### src/hdl/hsdom_pkg.sv
package hsdom_pkg;

    localparam int NUM_MSTS  = 3;
    localparam int NUM_BANKS = 2;

    localparam int MST_IDX_W = $clog2(NUM_MSTS);

    localparam int ADDR_W = 16;
    localparam int DATA_W = 32;
    localparam int STRB_W = DATA_W / 8;

    localparam int BANK_WORDS = 64;
    localparam int WORD_IDX_W = $clog2(BANK_WORDS);
    localparam int BANK_BYTES = BANK_WORDS * STRB_W;
    localparam int WIN_LSB    = $clog2(BANK_BYTES); // Address bits below this index a window.

    // Each window is BANK_BYTES long, starting at its base.
    localparam logic [ADDR_W-1:0] BANK0_BASE = 16'h0000;
    localparam logic [ADDR_W-1:0] BANK1_BASE = 16'h1000;

    localparam int RESP_W = 2;

    typedef enum logic [RESP_W-1:0] {
        RESP_OKAY   = 2'd0,
        RESP_DECERR = 2'd3
    } resp_e;

    // One transaction at a time moves through these states in order.
    typedef enum logic [1:0] {
        ST_IDLE,
        ST_ACCESS,
        ST_WRESP,
        ST_RRESP
    } fabric_state_e;

endpackage

### src/hdl/hsdom_arbiter.sv
`timescale 1ns/100ps

module hsdom_arbiter import hsdom_pkg::*; (
    input  logic                 seq,
    input  logic                 rst_n,
    input  logic [NUM_MSTS-1:0]  req_write,
    input  logic [NUM_MSTS-1:0]  req_read,
    input  logic                 pause,
    input  logic                 take,
    output logic                 grant_valid,
    output logic [MST_IDX_W-1:0] grant_idx,
    output logic                 grant_write
);

    logic [MST_IDX_W-1:0] ptr;
    logic [NUM_MSTS-1:0]  req_any;
    logic                 found;
    logic [MST_IDX_W-1:0] pick;

    assign req_any = req_write | req_read;

    // Search starts at the pointer and wraps around the masters.
    always_comb begin
        int cand;
        found = 1'b0;
        pick  = '0;
        for (int i = 0; i < NUM_MSTS; i++) begin
            cand = int'(ptr) + i;
            if (cand >= NUM_MSTS) begin
                cand = cand - NUM_MSTS;
            end
            if (!found && req_any[cand]) begin
                found = 1'b1;
                pick  = MST_IDX_W'(cand);
            end
        end
    end

    assign grant_valid = found && !pause; // Pause holds back every new grant.
    assign grant_idx   = pick;
    assign grant_write = req_write[pick]; // A pending write beats a read of the same master.

    always_ff @(posedge seq) begin
        if (!rst_n) begin
            ptr <= '0;
        end else if (take) begin
            // Next search begins just past the master that was served.
            if (grant_idx == MST_IDX_W'(NUM_MSTS - 1)) begin
                ptr <= '0;
            end else begin
                ptr <= grant_idx + 1'b1;
            end
        end
    end

endmodule

### src/hdl/hsdom_decoder.sv
`timescale 1ns/100ps

module hsdom_decoder import hsdom_pkg::*; (
    input  logic [ADDR_W-1:0]     addr,
    output logic [NUM_BANKS-1:0]  bank_sel,
    output logic [WORD_IDX_W-1:0] word_idx,
    output logic                  dec_err
);

    logic in_win0;
    logic in_win1;

    // Only the bits above the window size take part in the match.
    assign in_win0 = (addr[ADDR_W-1:WIN_LSB] == BANK0_BASE[ADDR_W-1:WIN_LSB]);
    assign in_win1 = (addr[ADDR_W-1:WIN_LSB] == BANK1_BASE[ADDR_W-1:WIN_LSB]);

    assign bank_sel = {in_win1, in_win0};

    // Byte offset within the word is dropped.
    assign word_idx = addr[WIN_LSB-1:2];

    assign dec_err = !(in_win0 || in_win1);

endmodule

### src/hdl/hsdom_fabric.sv
`timescale 1ns/100ps

module hsdom_fabric import hsdom_pkg::*; (
    input  logic                                 seq,
    input  logic                                 rst_n,

    input  logic [NUM_MSTS-1:0]                  aw_valid,
    output logic [NUM_MSTS-1:0]                  aw_ready,
    input  logic [NUM_MSTS-1:0][ADDR_W-1:0]      aw_addr,
    input  logic [NUM_MSTS-1:0]                  w_valid,
    output logic [NUM_MSTS-1:0]                  w_ready,
    input  logic [NUM_MSTS-1:0][DATA_W-1:0]      w_data,
    input  logic [NUM_MSTS-1:0][STRB_W-1:0]      w_strb,
    output logic [NUM_MSTS-1:0]                  b_valid,
    input  logic [NUM_MSTS-1:0]                  b_ready,
    output logic [NUM_MSTS-1:0][RESP_W-1:0]      b_resp,
    input  logic [NUM_MSTS-1:0]                  ar_valid,
    output logic [NUM_MSTS-1:0]                  ar_ready,
    input  logic [NUM_MSTS-1:0][ADDR_W-1:0]      ar_addr,
    output logic [NUM_MSTS-1:0]                  r_valid,
    input  logic [NUM_MSTS-1:0]                  r_ready,
    output logic [NUM_MSTS-1:0][DATA_W-1:0]      r_data,
    output logic [NUM_MSTS-1:0][RESP_W-1:0]      r_resp,

    input  logic                                 grant_valid,
    input  logic [MST_IDX_W-1:0]                 grant_idx,
    input  logic                                 grant_write,
    output logic                                 take,

    output logic [ADDR_W-1:0]                    dec_addr,
    input  logic [NUM_BANKS-1:0]                 bank_sel,
    input  logic [WORD_IDX_W-1:0]                word_idx,
    input  logic                                 dec_err,

    output logic [NUM_BANKS-1:0]                 bank_req,
    output logic                                 bank_we,
    output logic [WORD_IDX_W-1:0]                bank_idx,
    output logic [DATA_W-1:0]                    bank_wdata,
    output logic [STRB_W-1:0]                    bank_strb,
    input  logic [NUM_BANKS-1:0][DATA_W-1:0]     bank_rdata,

    input  logic                                 pause,
    output logic                                 pause_ack
);

    fabric_state_e        state;
    logic [MST_IDX_W-1:0] cur_idx;
    logic                 cur_write;
    logic [ADDR_W-1:0]    cur_addr;
    logic [DATA_W-1:0]    cur_data;
    logic [STRB_W-1:0]    cur_strb;
    resp_e                resp;
    logic [DATA_W-1:0]    rd_word;

    assign take      = (state == ST_IDLE) && grant_valid;
    assign pause_ack = pause && (state == ST_IDLE);

    always_ff @(posedge seq) begin
        if (!rst_n) begin
            state     <= ST_IDLE;
            cur_idx   <= '0;
            cur_write <= 1'b0;
        end else begin
            case (state)
                ST_IDLE: begin
                    if (take) begin
                        state     <= ST_ACCESS;
                        cur_idx   <= grant_idx;
                        cur_write <= grant_write;
                    end
                end
                ST_ACCESS: state <= cur_write ? ST_WRESP : ST_RRESP;
                ST_WRESP: begin
                    if (b_ready[cur_idx]) begin
                        state <= ST_IDLE;
                    end
                end
                ST_RRESP: begin
                    if (r_ready[cur_idx]) begin
                        state <= ST_IDLE;
                    end
                end
                default: state <= ST_IDLE;
            endcase
        end
    end

    // The payload is captured in the same cycle as the address and data handshakes.
    always_ff @(posedge seq) begin
        if (take) begin
            cur_addr <= grant_write ? aw_addr[grant_idx] : ar_addr[grant_idx];
            cur_data <= w_data[grant_idx];
            cur_strb <= w_strb[grant_idx];
        end
    end

    // The latched address keeps the decode stable until the response is accepted.
    assign dec_addr = cur_addr;

    assign bank_req   = (state == ST_ACCESS && !dec_err) ? bank_sel : '0;
    assign bank_we    = cur_write;
    assign bank_idx   = word_idx;
    assign bank_wdata = cur_data;
    assign bank_strb  = cur_strb;

    always_comb begin
        rd_word = '0; // Stays zero on a decode error, since no bank is selected.
        for (int b = 0; b < NUM_BANKS; b++) begin
            if (bank_sel[b]) begin
                rd_word = bank_rdata[b];
            end
        end
    end

    assign resp = dec_err ? RESP_DECERR : RESP_OKAY;

    always_comb begin
        for (int m = 0; m < NUM_MSTS; m++) begin
            aw_ready[m] = take && grant_write && (grant_idx == MST_IDX_W'(m));
            w_ready[m]  = take && grant_write && (grant_idx == MST_IDX_W'(m));
            ar_ready[m] = take && !grant_write && (grant_idx == MST_IDX_W'(m));
            b_valid[m]  = (state == ST_WRESP) && (cur_idx == MST_IDX_W'(m));
            r_valid[m]  = (state == ST_RRESP) && (cur_idx == MST_IDX_W'(m));
            b_resp[m]   = resp;
            r_resp[m]   = resp;
            r_data[m]   = r_valid[m] ? rd_word : '0;
        end
    end

endmodule

### src/hdl/hsdom_mem_bank.sv
`timescale 1ns/100ps

module hsdom_mem_bank import hsdom_pkg::*; (
    input  logic                  seq,
    input  logic                  req,
    input  logic                  we,
    input  logic [WORD_IDX_W-1:0] idx,
    input  logic [DATA_W-1:0]     wdata,
    input  logic [STRB_W-1:0]     strb,
    output logic [DATA_W-1:0]     rdata
);

    logic [DATA_W-1:0] mem [BANK_WORDS];

    // Each strobe bit enables one byte lane of the write.
    always_ff @(posedge seq) begin
        if (req && we) begin
            for (int i = 0; i < STRB_W; i++) begin
                if (strb[i]) begin
                    mem[idx][8*i +: 8] <= wdata[8*i +: 8];
                end
            end
        end
    end

    // Read data holds its value until the next read request.
    always_ff @(posedge seq) begin
        if (req && !we) begin
            rdata <= mem[idx];
        end
    end

endmodule

### src/hdl/hsdom_top.sv
`timescale 1ns/100ps

module hsdom_top import hsdom_pkg::*; (
    input  logic                             seq,
    input  logic                             rst_n,
    input  logic                             pause,
    output logic                             pause_ack,

    input  logic [NUM_MSTS-1:0]              aw_valid,
    output logic [NUM_MSTS-1:0]              aw_ready,
    input  logic [NUM_MSTS-1:0][ADDR_W-1:0]  aw_addr,
    input  logic [NUM_MSTS-1:0]              w_valid,
    output logic [NUM_MSTS-1:0]              w_ready,
    input  logic [NUM_MSTS-1:0][DATA_W-1:0]  w_data,
    input  logic [NUM_MSTS-1:0][STRB_W-1:0]  w_strb,
    output logic [NUM_MSTS-1:0]              b_valid,
    input  logic [NUM_MSTS-1:0]              b_ready,
    output logic [NUM_MSTS-1:0][RESP_W-1:0]  b_resp,
    input  logic [NUM_MSTS-1:0]              ar_valid,
    output logic [NUM_MSTS-1:0]              ar_ready,
    input  logic [NUM_MSTS-1:0][ADDR_W-1:0]  ar_addr,
    output logic [NUM_MSTS-1:0]              r_valid,
    input  logic [NUM_MSTS-1:0]              r_ready,
    output logic [NUM_MSTS-1:0][DATA_W-1:0]  r_data,
    output logic [NUM_MSTS-1:0][RESP_W-1:0]  r_resp
);

    logic                             grant_valid;
    logic [MST_IDX_W-1:0]             grant_idx;
    logic                             grant_write;
    logic                             take;

    logic [ADDR_W-1:0]                dec_addr;
    logic [NUM_BANKS-1:0]             bank_sel;
    logic [WORD_IDX_W-1:0]            word_idx;
    logic                             dec_err;

    logic [NUM_BANKS-1:0]             bank_req;
    logic                             bank_we;
    logic [WORD_IDX_W-1:0]            bank_idx;
    logic [DATA_W-1:0]                bank_wdata;
    logic [STRB_W-1:0]                bank_strb;
    logic [NUM_BANKS-1:0][DATA_W-1:0] bank_rdata;

    // A write needs both its address and its data before it may compete.
    hsdom_arbiter hsdom_arbiter_i (
        .seq         (seq),
        .rst_n       (rst_n),
        .req_write   (aw_valid & w_valid),
        .req_read    (ar_valid),
        .pause       (pause),
        .take        (take),
        .grant_valid (grant_valid),
        .grant_idx   (grant_idx),
        .grant_write (grant_write)
    );

    hsdom_decoder hsdom_decoder_i (
        .addr     (dec_addr),
        .bank_sel (bank_sel),
        .word_idx (word_idx),
        .dec_err  (dec_err)
    );

    hsdom_fabric hsdom_fabric_i (
        .seq         (seq),
        .rst_n       (rst_n),
        .aw_valid    (aw_valid),
        .aw_ready    (aw_ready),
        .aw_addr     (aw_addr),
        .w_valid     (w_valid),
        .w_ready     (w_ready),
        .w_data      (w_data),
        .w_strb      (w_strb),
        .b_valid     (b_valid),
        .b_ready     (b_ready),
        .b_resp      (b_resp),
        .ar_valid    (ar_valid),
        .ar_ready    (ar_ready),
        .ar_addr     (ar_addr),
        .r_valid     (r_valid),
        .r_ready     (r_ready),
        .r_data      (r_data),
        .r_resp      (r_resp),
        .grant_valid (grant_valid),
        .grant_idx   (grant_idx),
        .grant_write (grant_write),
        .take        (take),
        .dec_addr    (dec_addr),
        .bank_sel    (bank_sel),
        .word_idx    (word_idx),
        .dec_err     (dec_err),
        .bank_req    (bank_req),
        .bank_we     (bank_we),
        .bank_idx    (bank_idx),
        .bank_wdata  (bank_wdata),
        .bank_strb   (bank_strb),
        .bank_rdata  (bank_rdata),
        .pause       (pause),
        .pause_ack   (pause_ack)
    );

    for (genvar b = 0; b < NUM_BANKS; b++) begin : gen_bank
        hsdom_mem_bank hsdom_mem_bank_i (
            .seq   (seq),
            .req   (bank_req[b]),
            .we    (bank_we),
            .idx   (bank_idx),
            .wdata (bank_wdata),
            .strb  (bank_strb),
            .rdata (bank_rdata[b])
        );
    end

endmodule

### config.mk
export PLATFORM = sky130hd
export DESIGN_NAME = hsdom_top
export DESIGN_NICKNAME = d
export VERILOG_FILES = /design/src/hdl/hsdom_pkg.sv /design/src/hdl/hsdom_arbiter.sv /design/src/hdl/hsdom_decoder.sv /design/src/hdl/hsdom_fabric.sv /design/src/hdl/hsdom_mem_bank.sv /design/src/hdl/hsdom_top.sv
export SDC_FILE = /design/constraint.sdc
export NUM_CORES = 2
export LEC_CHECK = 0
export BUFFER_PORTS_ARGS = -buffer_cell sky130_fd_sc_hd__buf_4
export CORE_ASPECT_RATIO = 1.2
export CORE_MARGIN = 5
export CORE_UTILIZATION = 30
export DETAILED_ROUTE_END_ITERATION = 10
export PLACE_DENSITY = 0.54
export RECOVER_POWER = 25
export SYNTH_ARGS = -nofsm -noshare
export SYNTH_HDL_FRONTEND = slang
export SYNTH_HIERARCHICAL = 1
export SYNTH_SLANG_ARGS = --single-unit
### constraint.sdc
create_clock -name seq -period 4.75 [get_ports seq]
set_input_delay 1.1875 -clock seq [delete_from_list [all_inputs] [get_ports seq]]
set_output_delay 1.1875 -clock seq [all_outputs]
set_load 0.05 [all_outputs]
==> flow_metrics.tcl <==
set metrics [dict create \
    timing_worst_setup_path_type "flip-flop to primary output" \
    cts_tree "done" \
    internal_power_mw 72.8 \
    max_clock_freq_ghz 0.213 \
    drive_gt1_share_pct 21.6 \
    hold_path_class "input port to flip-flop" \
    numClockSinks 4217 \
    finalWorstPathRequiredPeriod_ps 4690 \
    hold_buffers 0 \
    startpoint_class "flip-flop" \
    outcome "finished, violations left" \
    power_frac_comb_pct 29.0 \
    worst_path_max_delay_cell "or3b_4" \
    syn-instance-count 9824 \
    share_clk_of_total_power_pct 29.5 \
    post_synthesis_net_count 10000 \
    grt_start_max_net_pins 129 \
    cts-buffers-inserted 429 \
    grt_antenna_before_repair 27 \
    dr.first_iter.drc_count 11600 \
    power.leakage_nw 62.1 \
    tightest_slew_ps 3860 \
    dp.final_hpwl_mm 357 \
    fin_worst_skew_ps 57.6 \
    place.port_buffers 333 \
    dr.pass1.iters 6 \
    io_pins 346 \
    clk_path_buf_depth 4 \
    path_cells "inv_2 > ha_4 > nor2_1 > a211o_2 > and3_4 > a21oi_4 > or3b_4 > buf_4 > nor3_2 > buf_4 > buf_8" \
    antenna_violating_nets_post_route 0 \
    core_sq_um 546000 \
    crit_fanout 5 \
    num_rows 297 \
    gpl_wtd_cong 0.889 \
    violations "capacitance limit, slew limit" \
    p_seq_share_pct 41.5 \
    wire_length_of_the_first_global_routing_pass_mm 754 \
    crit_arrival_ps 3500 \
    endpoint_kind "primary output" \
    power.ir.vdd_worst_mv 0.457 \
    cp_slowest_stage_delay_ps 460 \
    first_global_vias 96700 \
    fp.dieArea_sq_um 562000 \
    avgSynthCellArea_sq_um 16.7 \
    wl_per_cell_um 29.4 \
    initial_utilization_pct 30.1 \
    avgViaCountPerCell 5.38 \
    die_h_um 820 \
    grt_overflow 0 \
    post-route-period-util_pct 98.8 \
    layout.cell_area.non_filler_sq_um 195000 \
    register_area_sq_um 127000 \
    multiInputGateArea_sq_um 34600 \
    unrepaired_setup_endpoints_after_global_routing "yes" \
    finalHoldViolCount 0 \
    post_syn_area_sq_um 164000 \
    final_max_slew_viol_count 2269 \
    required_ps 3560 \
    setup_viol 0 \
    design.final.nets 11100 \
    flow.area_growth_from_synthesis_pct 18.9 \
    critical_path.most_common_cell "buf_4" \
    clk_root_buffer_cell "clkbuf_16" \
    die_w_um 685 \
    max_slew_headroom_pct -157 \
    clk_latency_ps 1000 \
    finalCoreUtilization_pct 35.8 \
    power_switching_share_pct 33.8 \
    routed-via-count 99200 \
    globalRouteTotalUtil_pct 18.5 \
    switchingPower_mw 37.1 \
    ys.warnings.count 6 \
    cts_max_level 5 \
    clock_transition_at_the_register_clock_pins_on_the_worst_setup_and_hold_paths_after_cts_ps 60 \
    placement.cell_area_sq_um 182000 \
    max_cap_viol_count 23 \
    power_dens_cells_nw_per_um2 563 \
    fillers 51500 \
    detail_route.drc_violations 0 \
    finalWirelength_mm 542 \
]
## final timing paths
path	from	endpoint	slack, ps	depth (start not counted)
hold / removal	w_data[36]	hsdom_fabric_i/bank_wdata[4]	490	3
setup / recovery	hsdom_arbiter_i/ptr[0]	aw_ready[0]	60	11
hold reg to reg	hsdom_arbiter_i/ptr[0]	hsdom_arbiter_i/ptr[0]	520	2
setup reg to reg	hsdom_fabric_i/dec_addr[3]	gen_bank[1].hsdom_mem_bank_i/rdata[0]	550	8
## state kept, by name, indices dropped and copies added (netlist names)
| name | flops |
|---|---|
| gen_bank.hsdom_mem_bank_i/mem | 4096 |
| gen_bank.hsdom_mem_bank_i/rdata | 64 |
| hsdom_fabric_i/bank_wdata | 32 |
| hsdom_fabric_i/dec_addr | 14 |
| hsdom_fabric_i/bank_strb | 4 |
| hsdom_arbiter_i/ptr | 2 |
| hsdom_fabric_i/cur_idx | 2 |
| hsdom_fabric_i/state | 2 |
| hsdom_fabric_i/bank_we | 1 |
## layout by cell type, fill, tap and decap left out, drive strengths merged, types with 210 or more instances in the layout
cell type  instances
a21oi            210
a221oi           485
a22oi            728
buf             1406
clkbuf           551
edfxtp          4210
mux2i            458
nand2            319
nor2             907
o22ai            333
## power groups by stage
| stage | clock, mW | combinational [mW] | sequential [mW] |
|---|---|---|---|
| 2_1_floorplan | 0 | 15.1 | 47.6 |
| 3_3_place_gp | 0 | 31.5 | 46.0 |
| 3_5_place_dp | 0 | 31.7 | 46.0 |
| 4_1_cts | 32.9 | 31.9 | 45.3 |
| 5_1_grt | 34.4 | 33.2 | 45.6 |
| 6_report | 32.4 | 31.9 | 45.6 |
## critical path, delay by kind of cell (launching register included)
kind | cells | cell delay, ps
buf+inv | 4 | 580
simple gates | 4 | 840
fa+ha+maj | 1 | 290
compound gates | 2 | 470
flops | 1 | 360
## what timing repair did
action | in CTS | in global routing
resized for setup | 45 | 10
pin swaps | 12 | 5
gates cloned | 0 | 0
setup buffers | 12 | 2
setup endpoints to repair | 105 | 29
## final cells by class
type	instances	area share [%]
Tap cell	7176	4.60
Timing Repair Buffer	1430	6.03
Inverter	16	0.0461
Sequential cell	4217	64.8
Antenna cell	7	0.00897
Multi-Input combinational cell	4807	17.7
Clock inverter	257	1.02
Clock buffer	527	5.77
## layer usage
layer | track usage, % | vias to the layer above | wire [um]
li1 | - | 42300 | -
met1 | 24.2 | 51700 | 217000
met2 | 31.1 | 4273 | 263000
met3 | 2.31 | 857 | 36200
met4 | 7.69 | 2 | 25700
met5 | 0 | - | 13
## metrics by stage
step	hold slack [ps]	power, mW	TNS, ps	setup slack (ps)	cells
after global placement	490	77.5	-1240	-198	17600
after global routing	455	113	-76.2	-19.6	18400
after CTS	409	110	-460	-68.3	18400
after detailed placement	493	77.7	-530	-119	17600
final	488	110	0	57.9	18400
after floorplan	461	62.7	-88.9	-86.3	9824
Note: power is estimated with default switching activity, not from simulation.
